==> config.mk <==
export PLATFORM = sky130hd
export DESIGN_NAME = busCpu
export DESIGN_NICKNAME = d
export VERILOG_FILES = /design/src/verilog/isaPkg.sv /design/src/verilog/ctrlPkg.sv /design/src/verilog/registerFile.sv /design/src/verilog/aluUnit.sv /design/src/verilog/controlSequencer.sv /design/src/verilog/busCpu.sv
export VERILOG_INCLUDE_DIRS = /design/src /design/src/verilog
export SDC_FILE = /design/constraint.sdc
export NUM_CORES = 2
export LEC_CHECK = 0
export ABC_AREA = 1
export BUFFER_PORTS_ARGS = -buffer_cell sky130_fd_sc_hd__buf_4
export CAP_MARGIN = 40
export CORE_ASPECT_RATIO = 1.2
export CORE_MARGIN = 3
export CORE_UTILIZATION = 50
export CTS_CLUSTER_SIZE = 30
export DETAILED_ROUTE_END_ITERATION = 10
export PLACE_DENSITY = 0.68
export REMOVE_ABC_BUFFERS = 1
export SLEW_MARGIN = 10
export SYNTH_ARGS = -nofsm -noshare
export SYNTH_HDL_FRONTEND = slang
export SYNTH_SLANG_ARGS = --single-unit
export TNS_END_PERCENT = 20
==> constraint.sdc <==
create_clock -name Clock -period 9.3 [get_ports Clock]
set_input_delay 0.93 -clock Clock [delete_from_list [all_inputs] [get_ports Clock]]
set_output_delay 0.93 -clock Clock [all_outputs]
set_load 0.01 [all_outputs]
==> src/verilog/cpu_consts.svh <==
`ifndef CPU_CONSTS_SVH
`define CPU_CONSTS_SVH

// datapath and bus width
`define DATA_WIDTH 32

// general register file
`define REG_COUNT 16
`define REG_ADDR_WIDTH 4

// instruction fields
`define OPCODE_WIDTH 5
`define IMM_WIDTH 19

// product spans two registers
`define PROD_WIDTH (2 * `DATA_WIDTH)

`endif

==> src/verilog/isaPkg.sv <==
`include "cpu_consts.svh"

package isaPkg;

    typedef enum logic [`OPCODE_WIDTH-1:0] {
        opLdi  = 5'd0,
        opAdd  = 5'd3,
        opSub  = 5'd4,
        opAnd  = 5'd5,
        opOr   = 5'd6,
        opMul  = 5'd15,  // same encoding as the reference mul
        opMfhi = 5'd16,
        opMflo = 5'd17
    } opcodeT;

    // instruction word layout
    parameter int opcodeHi = 31;
    parameter int opcodeLo = opcodeHi - `OPCODE_WIDTH + 1;
    parameter int raHi = 26;
    parameter int raLo = raHi - `REG_ADDR_WIDTH + 1;
    parameter int rbHi = 22;
    parameter int rbLo = rbHi - `REG_ADDR_WIDTH + 1;
    parameter int rcHi = 18;
    parameter int rcLo = rcHi - `REG_ADDR_WIDTH + 1;
    parameter int immHi = `IMM_WIDTH - 1;  // overlaps rc
    parameter int immLo = 0;

endpackage

==> src/verilog/ctrlPkg.sv <==
package ctrlPkg;

    // sequencer steps, one bus transfer per step
    typedef enum logic [2:0] {
        stIdle    = 3'd0,
        stDecode  = 3'd1,
        stReadA   = 3'd2,
        stCompute = 3'd3,
        stWriteLo = 3'd4,
        stWriteHi = 3'd5,
        stMove    = 3'd6
    } stepT;

    // who owns the internal bus
    typedef enum logic [2:0] {
        srcNone  = 3'd0,
        srcMdr   = 3'd1,
        srcReg   = 3'd2,
        srcZLow  = 3'd3,
        srcZHigh = 3'd4,
        srcHi    = 3'd5,
        srcLo    = 3'd6,
        srcImm   = 3'd7
    } busSrcT;

endpackage

==> src/verilog/registerFile.sv <==
`timescale 1ns/1ps
`include "cpu_consts.svh"

module registerFile (
    input  logic                       Clock,
    input  logic                       rst,
    input  logic [`DATA_WIDTH-1:0]     busData,
    input  logic [`REG_ADDR_WIDTH-1:0] regReadAddr,
    input  logic [`REG_ADDR_WIDTH-1:0] regWriteAddr,
    input  logic                       regWriteEn,
    input  logic                       hiWriteEn,
    input  logic                       loWriteEn,
    output logic [`DATA_WIDTH-1:0]     regReadData,
    output logic [`DATA_WIDTH-1:0]     hiData,
    output logic [`DATA_WIDTH-1:0]     loData
);

    logic [`DATA_WIDTH-1:0] regs [`REG_COUNT];
    logic [`DATA_WIDTH-1:0] hiReg;
    logic [`DATA_WIDTH-1:0] loReg;

    // general registers, single write port fed from the bus
    always_ff @(posedge Clock) begin
        if (rst) begin
            for (int i = 0; i < `REG_COUNT; i++) begin
                regs[i] <= '0;
            end
        end else if (regWriteEn) begin
            regs[regWriteAddr] <= busData;
        end
    end

    // product halves
    always_ff @(posedge Clock) begin
        if (rst) begin
            hiReg <= '0;
            loReg <= '0;
        end else begin
            if (hiWriteEn) begin
                hiReg <= busData;
            end
            if (loWriteEn) begin
                loReg <= busData;
            end
        end
    end

    assign regReadData = regs[regReadAddr];  // combinational read
    assign hiData      = hiReg;
    assign loData      = loReg;

    // the bus carries one value per step, so only one destination may take it
    writeEnOneHot: assert property (
        @(posedge Clock) disable iff (rst)
        $onehot0({regWriteEn, hiWriteEn, loWriteEn})
    ) else $error("more than one register write enable in a cycle");

endmodule

==> src/verilog/aluUnit.sv <==
`timescale 1ns/1ps
`include "cpu_consts.svh"

module aluUnit (
    input  logic                   Clock,
    input  logic                   rst,
    input  logic [`DATA_WIDTH-1:0] busData,
    input  logic                   yEnable,
    input  logic                   zEnable,
    input  isaPkg::opcodeT         aluOp,
    output logic [`DATA_WIDTH-1:0] zLow,
    output logic [`DATA_WIDTH-1:0] zHigh
);

    logic [`DATA_WIDTH-1:0] yReg;
    logic [`PROD_WIDTH-1:0] zReg;
    logic [`PROD_WIDTH-1:0] result;
    logic signed [`PROD_WIDTH-1:0] product;

    // Y holds the first operand, the bus supplies the second one
    always_ff @(posedge Clock) begin
        if (rst) begin
            yReg <= '0;
        end else if (yEnable) begin
            yReg <= busData;
        end
    end

    assign product = $signed(yReg) * $signed(busData);  // full 64-bit signed product

    always_comb begin
        result = '0;
        case (aluOp)
            isaPkg::opAdd: result[`DATA_WIDTH-1:0] = yReg + busData;
            isaPkg::opSub: result[`DATA_WIDTH-1:0] = yReg - busData;
            isaPkg::opAnd: result[`DATA_WIDTH-1:0] = yReg & busData;
            isaPkg::opOr:  result[`DATA_WIDTH-1:0] = yReg | busData;
            isaPkg::opMul: result = product;
            default:       result = '0;
        endcase
    end

    always_ff @(posedge Clock) begin
        if (rst) begin
            zReg <= '0;
        end else if (zEnable) begin
            zReg <= result;
        end
    end

    assign zLow  = zReg[`DATA_WIDTH-1:0];
    assign zHigh = zReg[`PROD_WIDTH-1:`DATA_WIDTH];

    // the sequencer only enters its compute step for ALU instructions
    zOnlyForAluOps: assert property (
        @(posedge Clock) disable iff (rst)
        zEnable |-> aluOp inside {isaPkg::opAdd, isaPkg::opSub, isaPkg::opAnd,
                                  isaPkg::opOr, isaPkg::opMul}
    ) else $error("Z loaded with a non-ALU opcode");

endmodule

==> src/verilog/controlSequencer.sv <==
`timescale 1ns/1ps
`include "cpu_consts.svh"

module controlSequencer (
    input  logic                       Clock,
    input  logic                       rst,
    input  logic                       instrValid,
    input  logic [`DATA_WIDTH-1:0]     instrWord,
    output logic                       instrReady,
    input  logic [`DATA_WIDTH-1:0]     regReadData,
    input  logic [`DATA_WIDTH-1:0]     hiData,
    input  logic [`DATA_WIDTH-1:0]     loData,
    input  logic [`DATA_WIDTH-1:0]     zLow,
    input  logic [`DATA_WIDTH-1:0]     zHigh,
    output logic [`DATA_WIDTH-1:0]     busData,
    output logic [`REG_ADDR_WIDTH-1:0] regReadAddr,
    output logic [`REG_ADDR_WIDTH-1:0] regWriteAddr,
    output logic                       regWriteEn,
    output logic                       hiWriteEn,
    output logic                       loWriteEn,
    output logic                       yEnable,
    output logic                       zEnable,
    output isaPkg::opcodeT             aluOp,
    output logic                       retireValid,
    output logic [`REG_ADDR_WIDTH-1:0] retireDest,
    output logic [`DATA_WIDTH-1:0]     retireData
);

    logic [`DATA_WIDTH-1:0]     mdr;
    logic [`DATA_WIDTH-1:0]     ir;
    ctrlPkg::stepT              step;
    ctrlPkg::stepT              nextStep;
    ctrlPkg::busSrcT            busSrc;
    isaPkg::opcodeT             mdrOp;
    isaPkg::opcodeT             irOp;
    logic [`REG_ADDR_WIDTH-1:0] raField;
    logic [`REG_ADDR_WIDTH-1:0] rbField;
    logic [`REG_ADDR_WIDTH-1:0] rcField;
    logic [`DATA_WIDTH-1:0]     immExt;
    logic                       accept;
    logic                       lastStep;

    assign mdrOp   = isaPkg::opcodeT'(mdr[isaPkg::opcodeHi:isaPkg::opcodeLo]);
    assign irOp    = isaPkg::opcodeT'(ir[isaPkg::opcodeHi:isaPkg::opcodeLo]);
    assign raField = ir[isaPkg::raHi:isaPkg::raLo];
    assign rbField = ir[isaPkg::rbHi:isaPkg::rbLo];
    assign rcField = ir[isaPkg::rcHi:isaPkg::rcLo];
    assign immExt  = {{(`DATA_WIDTH-`IMM_WIDTH){ir[isaPkg::immHi]}},
                      ir[isaPkg::immHi:isaPkg::immLo]};  // sign extend

    assign instrReady = (step == ctrlPkg::stIdle);
    assign accept     = instrValid && instrReady;

    // MDR takes the incoming word, IR is loaded from the bus while decoding
    always_ff @(posedge Clock) begin
        if (accept) begin
            mdr <= instrWord;
        end
        if (step == ctrlPkg::stDecode) begin
            ir <= busData;
        end
    end

    always_comb begin
        nextStep = step;
        case (step)
            ctrlPkg::stIdle: begin
                if (instrValid) begin
                    nextStep = ctrlPkg::stDecode;
                end
            end
            ctrlPkg::stDecode: begin
                case (mdrOp)  // IR is not loaded yet, decode from MDR
                    isaPkg::opLdi, isaPkg::opMfhi, isaPkg::opMflo:
                        nextStep = ctrlPkg::stMove;
                    isaPkg::opAdd, isaPkg::opSub, isaPkg::opAnd, isaPkg::opOr,
                    isaPkg::opMul:
                        nextStep = ctrlPkg::stReadA;
                    default:
                        nextStep = ctrlPkg::stIdle;
                endcase
            end
            ctrlPkg::stReadA:   nextStep = ctrlPkg::stCompute;
            ctrlPkg::stCompute: nextStep = ctrlPkg::stWriteLo;
            ctrlPkg::stWriteLo: begin
                nextStep = (irOp == isaPkg::opMul) ? ctrlPkg::stWriteHi : ctrlPkg::stIdle;
            end
            ctrlPkg::stWriteHi: nextStep = ctrlPkg::stIdle;
            ctrlPkg::stMove:    nextStep = ctrlPkg::stIdle;
            default:            nextStep = ctrlPkg::stIdle;
        endcase
    end

    always_ff @(posedge Clock) begin
        if (rst) begin
            step <= ctrlPkg::stIdle;
        end else begin
            step <= nextStep;
        end
    end

    // one bus owner per step
    always_comb begin
        busSrc = ctrlPkg::srcNone;
        case (step)
            ctrlPkg::stDecode:  busSrc = ctrlPkg::srcMdr;
            ctrlPkg::stReadA:   busSrc = ctrlPkg::srcReg;
            ctrlPkg::stCompute: busSrc = ctrlPkg::srcReg;
            ctrlPkg::stWriteLo: busSrc = ctrlPkg::srcZLow;
            ctrlPkg::stWriteHi: busSrc = ctrlPkg::srcZHigh;
            ctrlPkg::stMove: begin
                case (irOp)
                    isaPkg::opMfhi: busSrc = ctrlPkg::srcHi;
                    isaPkg::opMflo: busSrc = ctrlPkg::srcLo;
                    default:        busSrc = ctrlPkg::srcImm;
                endcase
            end
            default: busSrc = ctrlPkg::srcNone;
        endcase
    end

    always_comb begin
        case (busSrc)
            ctrlPkg::srcMdr:   busData = mdr;
            ctrlPkg::srcReg:   busData = regReadData;
            ctrlPkg::srcZLow:  busData = zLow;
            ctrlPkg::srcZHigh: busData = zHigh;
            ctrlPkg::srcHi:    busData = hiData;
            ctrlPkg::srcLo:    busData = loData;
            ctrlPkg::srcImm:   busData = immExt;
            default:           busData = '0;
        endcase
    end

    assign regReadAddr  = (step == ctrlPkg::stCompute) ? rbField : raField;  // ra first, then rb
    assign regWriteAddr = rcField;
    assign yEnable      = (step == ctrlPkg::stReadA);
    assign zEnable      = (step == ctrlPkg::stCompute);
    assign aluOp        = irOp;

    assign regWriteEn = (step == ctrlPkg::stMove) ||
                        (step == ctrlPkg::stWriteLo && irOp != isaPkg::opMul);
    assign loWriteEn  = (step == ctrlPkg::stWriteLo) && (irOp == isaPkg::opMul);
    assign hiWriteEn  = (step == ctrlPkg::stWriteHi);

    // the final write of each instruction
    assign lastStep = regWriteEn || hiWriteEn;

    always_ff @(posedge Clock) begin
        if (rst) begin
            retireValid <= 1'b0;
        end else begin
            retireValid <= lastStep;
        end
    end

    always_ff @(posedge Clock) begin
        if (lastStep) begin
            retireDest <= rcField;
            retireData <= hiWriteEn ? zLow : busData;  // mul reports the low half
        end
    end

    stepInRange: assert property (
        @(posedge Clock) disable iff (rst)
        step inside {ctrlPkg::stIdle, ctrlPkg::stDecode, ctrlPkg::stReadA,
                     ctrlPkg::stCompute, ctrlPkg::stWriteLo, ctrlPkg::stWriteHi,
                     ctrlPkg::stMove}
    ) else $error("sequencer step outside its encoding");

    retireSingleCycle: assert property (
        @(posedge Clock) disable iff (rst)
        retireValid |=> !retireValid
    ) else $error("retireValid high for two cycles");

    // an accepted word takes the sequencer out of idle
    readyDropsOnAccept: assert property (
        @(posedge Clock) disable iff (rst)
        accept |=> !instrReady
    ) else $error("instrReady still high after an accepted word");

endmodule

==> src/verilog/busCpu.sv <==
`timescale 1ns/1ps
`include "cpu_consts.svh"

module busCpu (
    input  logic                       Clock,
    input  logic                       rst,
    input  logic                       instrValid,
    input  logic [`DATA_WIDTH-1:0]     instrWord,
    output logic                       instrReady,
    output logic                       retireValid,
    output logic [`REG_ADDR_WIDTH-1:0] retireDest,
    output logic [`DATA_WIDTH-1:0]     retireData
);

    logic [`DATA_WIDTH-1:0]     busData;
    logic [`REG_ADDR_WIDTH-1:0] regReadAddr;
    logic [`REG_ADDR_WIDTH-1:0] regWriteAddr;
    logic                       regWriteEn;
    logic                       hiWriteEn;
    logic                       loWriteEn;
    logic                       yEnable;
    logic                       zEnable;
    isaPkg::opcodeT             aluOp;
    logic [`DATA_WIDTH-1:0]     regReadData;
    logic [`DATA_WIDTH-1:0]     hiData;
    logic [`DATA_WIDTH-1:0]     loData;
    logic [`DATA_WIDTH-1:0]     zLow;
    logic [`DATA_WIDTH-1:0]     zHigh;

    controlSequencer controlSequencer_i (
        .Clock        (Clock),
        .rst          (rst),
        .instrValid   (instrValid),
        .instrWord    (instrWord),
        .instrReady   (instrReady),
        .regReadData  (regReadData),
        .hiData       (hiData),
        .loData       (loData),
        .zLow         (zLow),
        .zHigh        (zHigh),
        .busData      (busData),
        .regReadAddr  (regReadAddr),
        .regWriteAddr (regWriteAddr),
        .regWriteEn   (regWriteEn),
        .hiWriteEn    (hiWriteEn),
        .loWriteEn    (loWriteEn),
        .yEnable      (yEnable),
        .zEnable      (zEnable),
        .aluOp        (aluOp),
        .retireValid  (retireValid),
        .retireDest   (retireDest),
        .retireData   (retireData)
    );

    registerFile registerFile_i (
        .Clock        (Clock),
        .rst          (rst),
        .busData      (busData),
        .regReadAddr  (regReadAddr),
        .regWriteAddr (regWriteAddr),
        .regWriteEn   (regWriteEn),
        .hiWriteEn    (hiWriteEn),
        .loWriteEn    (loWriteEn),
        .regReadData  (regReadData),
        .hiData       (hiData),
        .loData       (loData)
    );

    aluUnit aluUnit_i (
        .Clock   (Clock),
        .rst     (rst),
        .busData (busData),
        .yEnable (yEnable),
        .zEnable (zEnable),
        .aluOp   (aluOp),
        .zLow    (zLow),
        .zHigh   (zHigh)
    );

endmodule

==> out/qor.yml <==
outcome:
  run_status: "complete, no violations"
global_routing:
  use_met1_pct: 44.33
  met3_usage_pct: 7.849
  grt_use_total_pct: 38.04
  overflow: 0
  grt_pass1_wl_um: 415000
  grtUsageMet2_pct: 61.53
  grt_max_degree: 65
  grt_pass1_vias: 64460
  antenna_found_initial: 7
  top_usage_layer: "met2"
timing:
  holdWs_ps: 396.5
  fin_crit_ps: 9147
  fin_crit_sh_pct: 98.35
  fmax_mhz: 109.3
  finClkSkew_ps: 41.35
  worstMarginPinSlew_ps: 964.2
  rsz0062_at_grt: "yes"
  tns_ps: 0
  final_hold_viol_count: 0
  final-setup-viol-count: 0
  maxSlewViolCount: 0
  slew_headroom_pct: 35.72
worst_setup_path:
  crit_start: "controlSequencer_i.step[0]$_SDFFE_PP0P_"
  rrSetupSlack_ps: 150
  crit_top_cell: "fa_1"
  endpoint_kind: "register"
  cpPeakStageDelay_ps: 560
  critical-path-top-delay-family: "adder cells"
  cp_max_fo: 17
  required_ps: 9920
  path_buf_inv: 14
  worstReg2RegStart: "controlSequencer_i.step[0]$_SDFFE_PP0P_"
  critical_path.slowest_cell: "fa_1"
  critPathKind: "register to register"
  startpoint_type: "register"
  cp_data_arrival_time_ps: 9770
clock_tree:
  cts.sinks: 778
  cts_root_buffer: "clkbuf_16"
  cts_buffers: 82
  cts_buffer_depth: 3
  clkLatencyLatePin_ps: 710
  hold_buffers: 0
  h-tree-depth: 3
  cts_tree: "done"
  clkSlewWorstSetupHoldPaths_ps: 70
synthesis:
  synth_seq_area_share_pct: 29.90
  synth_edf_count: 612
  synthCells: 8375
  yosys.area.top_type: "fa_1"
  synth-warning-count: 0
  synthTopCellsByArea: "fa_1, edfxtp_1, nand2_1, inv_1, nor2_1"
  syn_area_per_cell_sq_um: 8.666
  ys_types: 54
  synth.top_cell.area_share_pct: 29.87
  synth_commonest_cells: "nand2_1, inv_1, nor2_1"
  yosysMostFrequentCell: "nand2_1"
  ys_ff_latch: 778
  synth_area_sq_um: 72580
  synth-async-reset-ratio_pct: 0
  synth_ff_type: "edfxtp_1"
routing:
  wl_per_cell_um: 26.43
  drc: 0
  drt-vias-per-instance: 5.726
  drt-total-wl_um: 288100
  vias: 62400
  drt_iter0_drc: 6289
  drtAntennaViolNets: 0
  dr.pass1.iters: 8
floorplanning:
  io_pins: 73
  chipWidth_um: 353.8
  design.core.area_sq_um: 143600
  rows: 152
  initial_core_util_pct: 50.55
  die_area_sq_um: 149800
  die_h_um: 423.4
job:
  maxCapViolations: 0
place:
  dpl.hpwl_um: 214900
  dpl_cell_area_sq_um: 80930
  gp_congestion: 1.025
  io_buffers: 72
cells_and_area:
  regArea_sq_um: 21710
  drive_gt1_share_pct: 14.77
  fin_area_sq_um: 85040
  fin_nets: 10240
  fill_cells: 12580
  area_delta_synth_final_pct: 17.17
  final_core_util_pct: 59.23
  multi_input_comb_area_sq_um: 44210
power_and_ir_drop:
  p_comb_share_pct: 40.2
  p_per_area_nw_per_um2: 145.6
  p_seq_share_pct: 31.8
  ir_drop_uv: 141.8
  p_leak_nw: 38.63
  p_clk_share_pct: 28.0
  p_int_mw: 7.617
  switching_share_pct: 38.50
  finalPower_mw: 12.39
  p_switching_mw: 4.768
worst_hold_path:
  hold_path.class: "primary input to register"
  hold_path_startpoint: "instrWord[3]"
## final timing paths
kind,to,cells after the start
hold reg to reg,registerFile_i.hiData[30]$_SDFFE_PP0P_,2
hold / removal,controlSequencer_i.mdr[3]$_DFFE_PP_,1
setup / recovery,aluUnit_i.zReg[44]$_SDFFE_PP0P_,43
setup reg to reg,aluUnit_i.zReg[44]$_SDFFE_PP0P_,43
## final cells by class
class	count	area share [%]
clock buffer	97	2.526
clock inverter	54	0.7401
tap	1925	2.832
inverter	1415	6.280
timing repair buffer	945	10.09
sequential	778	25.53
antenna	4	0.01177
multi-input combinational	5679	51.99
## power by group through the flow
stage	clock network [mW]	logic [mW]	registers [mW]
after floorplan	0	2.32	4.03
after global placement	0	4.62	4.01
after detailed placement	0	4.68	4.01
after CTS	3.47	4.70	3.94
after global routing	3.61	5.29	3.95
final	3.47	4.98	3.94
## flip-flops by register name, indices dropped and copies added (netlist names), named ones only
register	flops
aluUnit_i.yReg	32
aluUnit_i.zReg	64
controlSequencer_i.ir	32
controlSequencer_i.mdr	32
controlSequencer_i.retireData	32
controlSequencer_i.retireDest	4
controlSequencer_i.retireValid	1
controlSequencer_i.step	3
registerFile_i.hiData	32
registerFile_i.loData	32
registerFile_i.regs	512
## metal layers
layer,vias to the layer above,routed length (um),share of wire [%]
met1,30750,97600,34
met2,3729,132400,46
met4,6,28690,10
met3,1118,29290,10
li1,26800,-,-
met5,-,36,0.012
## metrics by stage
stage / std cells / setup slack, ps
3_5_place_dp: 10700 / -579.8
6_report: 10900 / 153.1
2_1_floorplan: 7870 / -4059
3_3_place_gp: 10700 / -525.1
5_1_grt: 10890 / -132.4
4_1_cts: 10850 / 10.53
## cell families (layout without fill, tap and decap cells)
family          Yosys count  after routing  share of synthesized area (%)
fa+ha+maj              1304           1304                          33.68
compound gates          663            663                          4.999
other cells               0              4                              0
buf+inv                1920           2511                          10.25
xor+xnor                 67             67                         0.8085
simple gates           3643           3645                          20.36
flops                   778            778                          29.90
## placed cells by master, fill, tap and decap left out, drive strengths merged, types with 3 or more instances in the layout
cell,count
a211oi,3
a21boi,11
a21o,7
a21oi,293
a221oi,4
a31oi,20
buf,937
bufinv,8
clkbuf,105
clkinv,57
clkinvlp,9
dfxtp,166
diode,4
edfxtp,612
fa,1083
ha,221
inv,1395
nand2,1711
nand3,608
nand3b,3
nand4,41
nor2,1214
nor3,22
nor4,5
o2111ai,18
o211ai,5
o21a,13
o21ai,261
o21bai,6
o221a,4
o221ai,5
o31ai,5
or2,39
xnor2,20
xor2,47
## what timing repair did
action / 4_1_cts / 5_1_grt
buffers inserted: 0 / 32
endpoints found under the setup margin: 34 / 45
cloned: 0 / 10
gates resized for setup: 20 / 194
pin swaps: 0 / 20
Power figures use the tool's default switching activity.
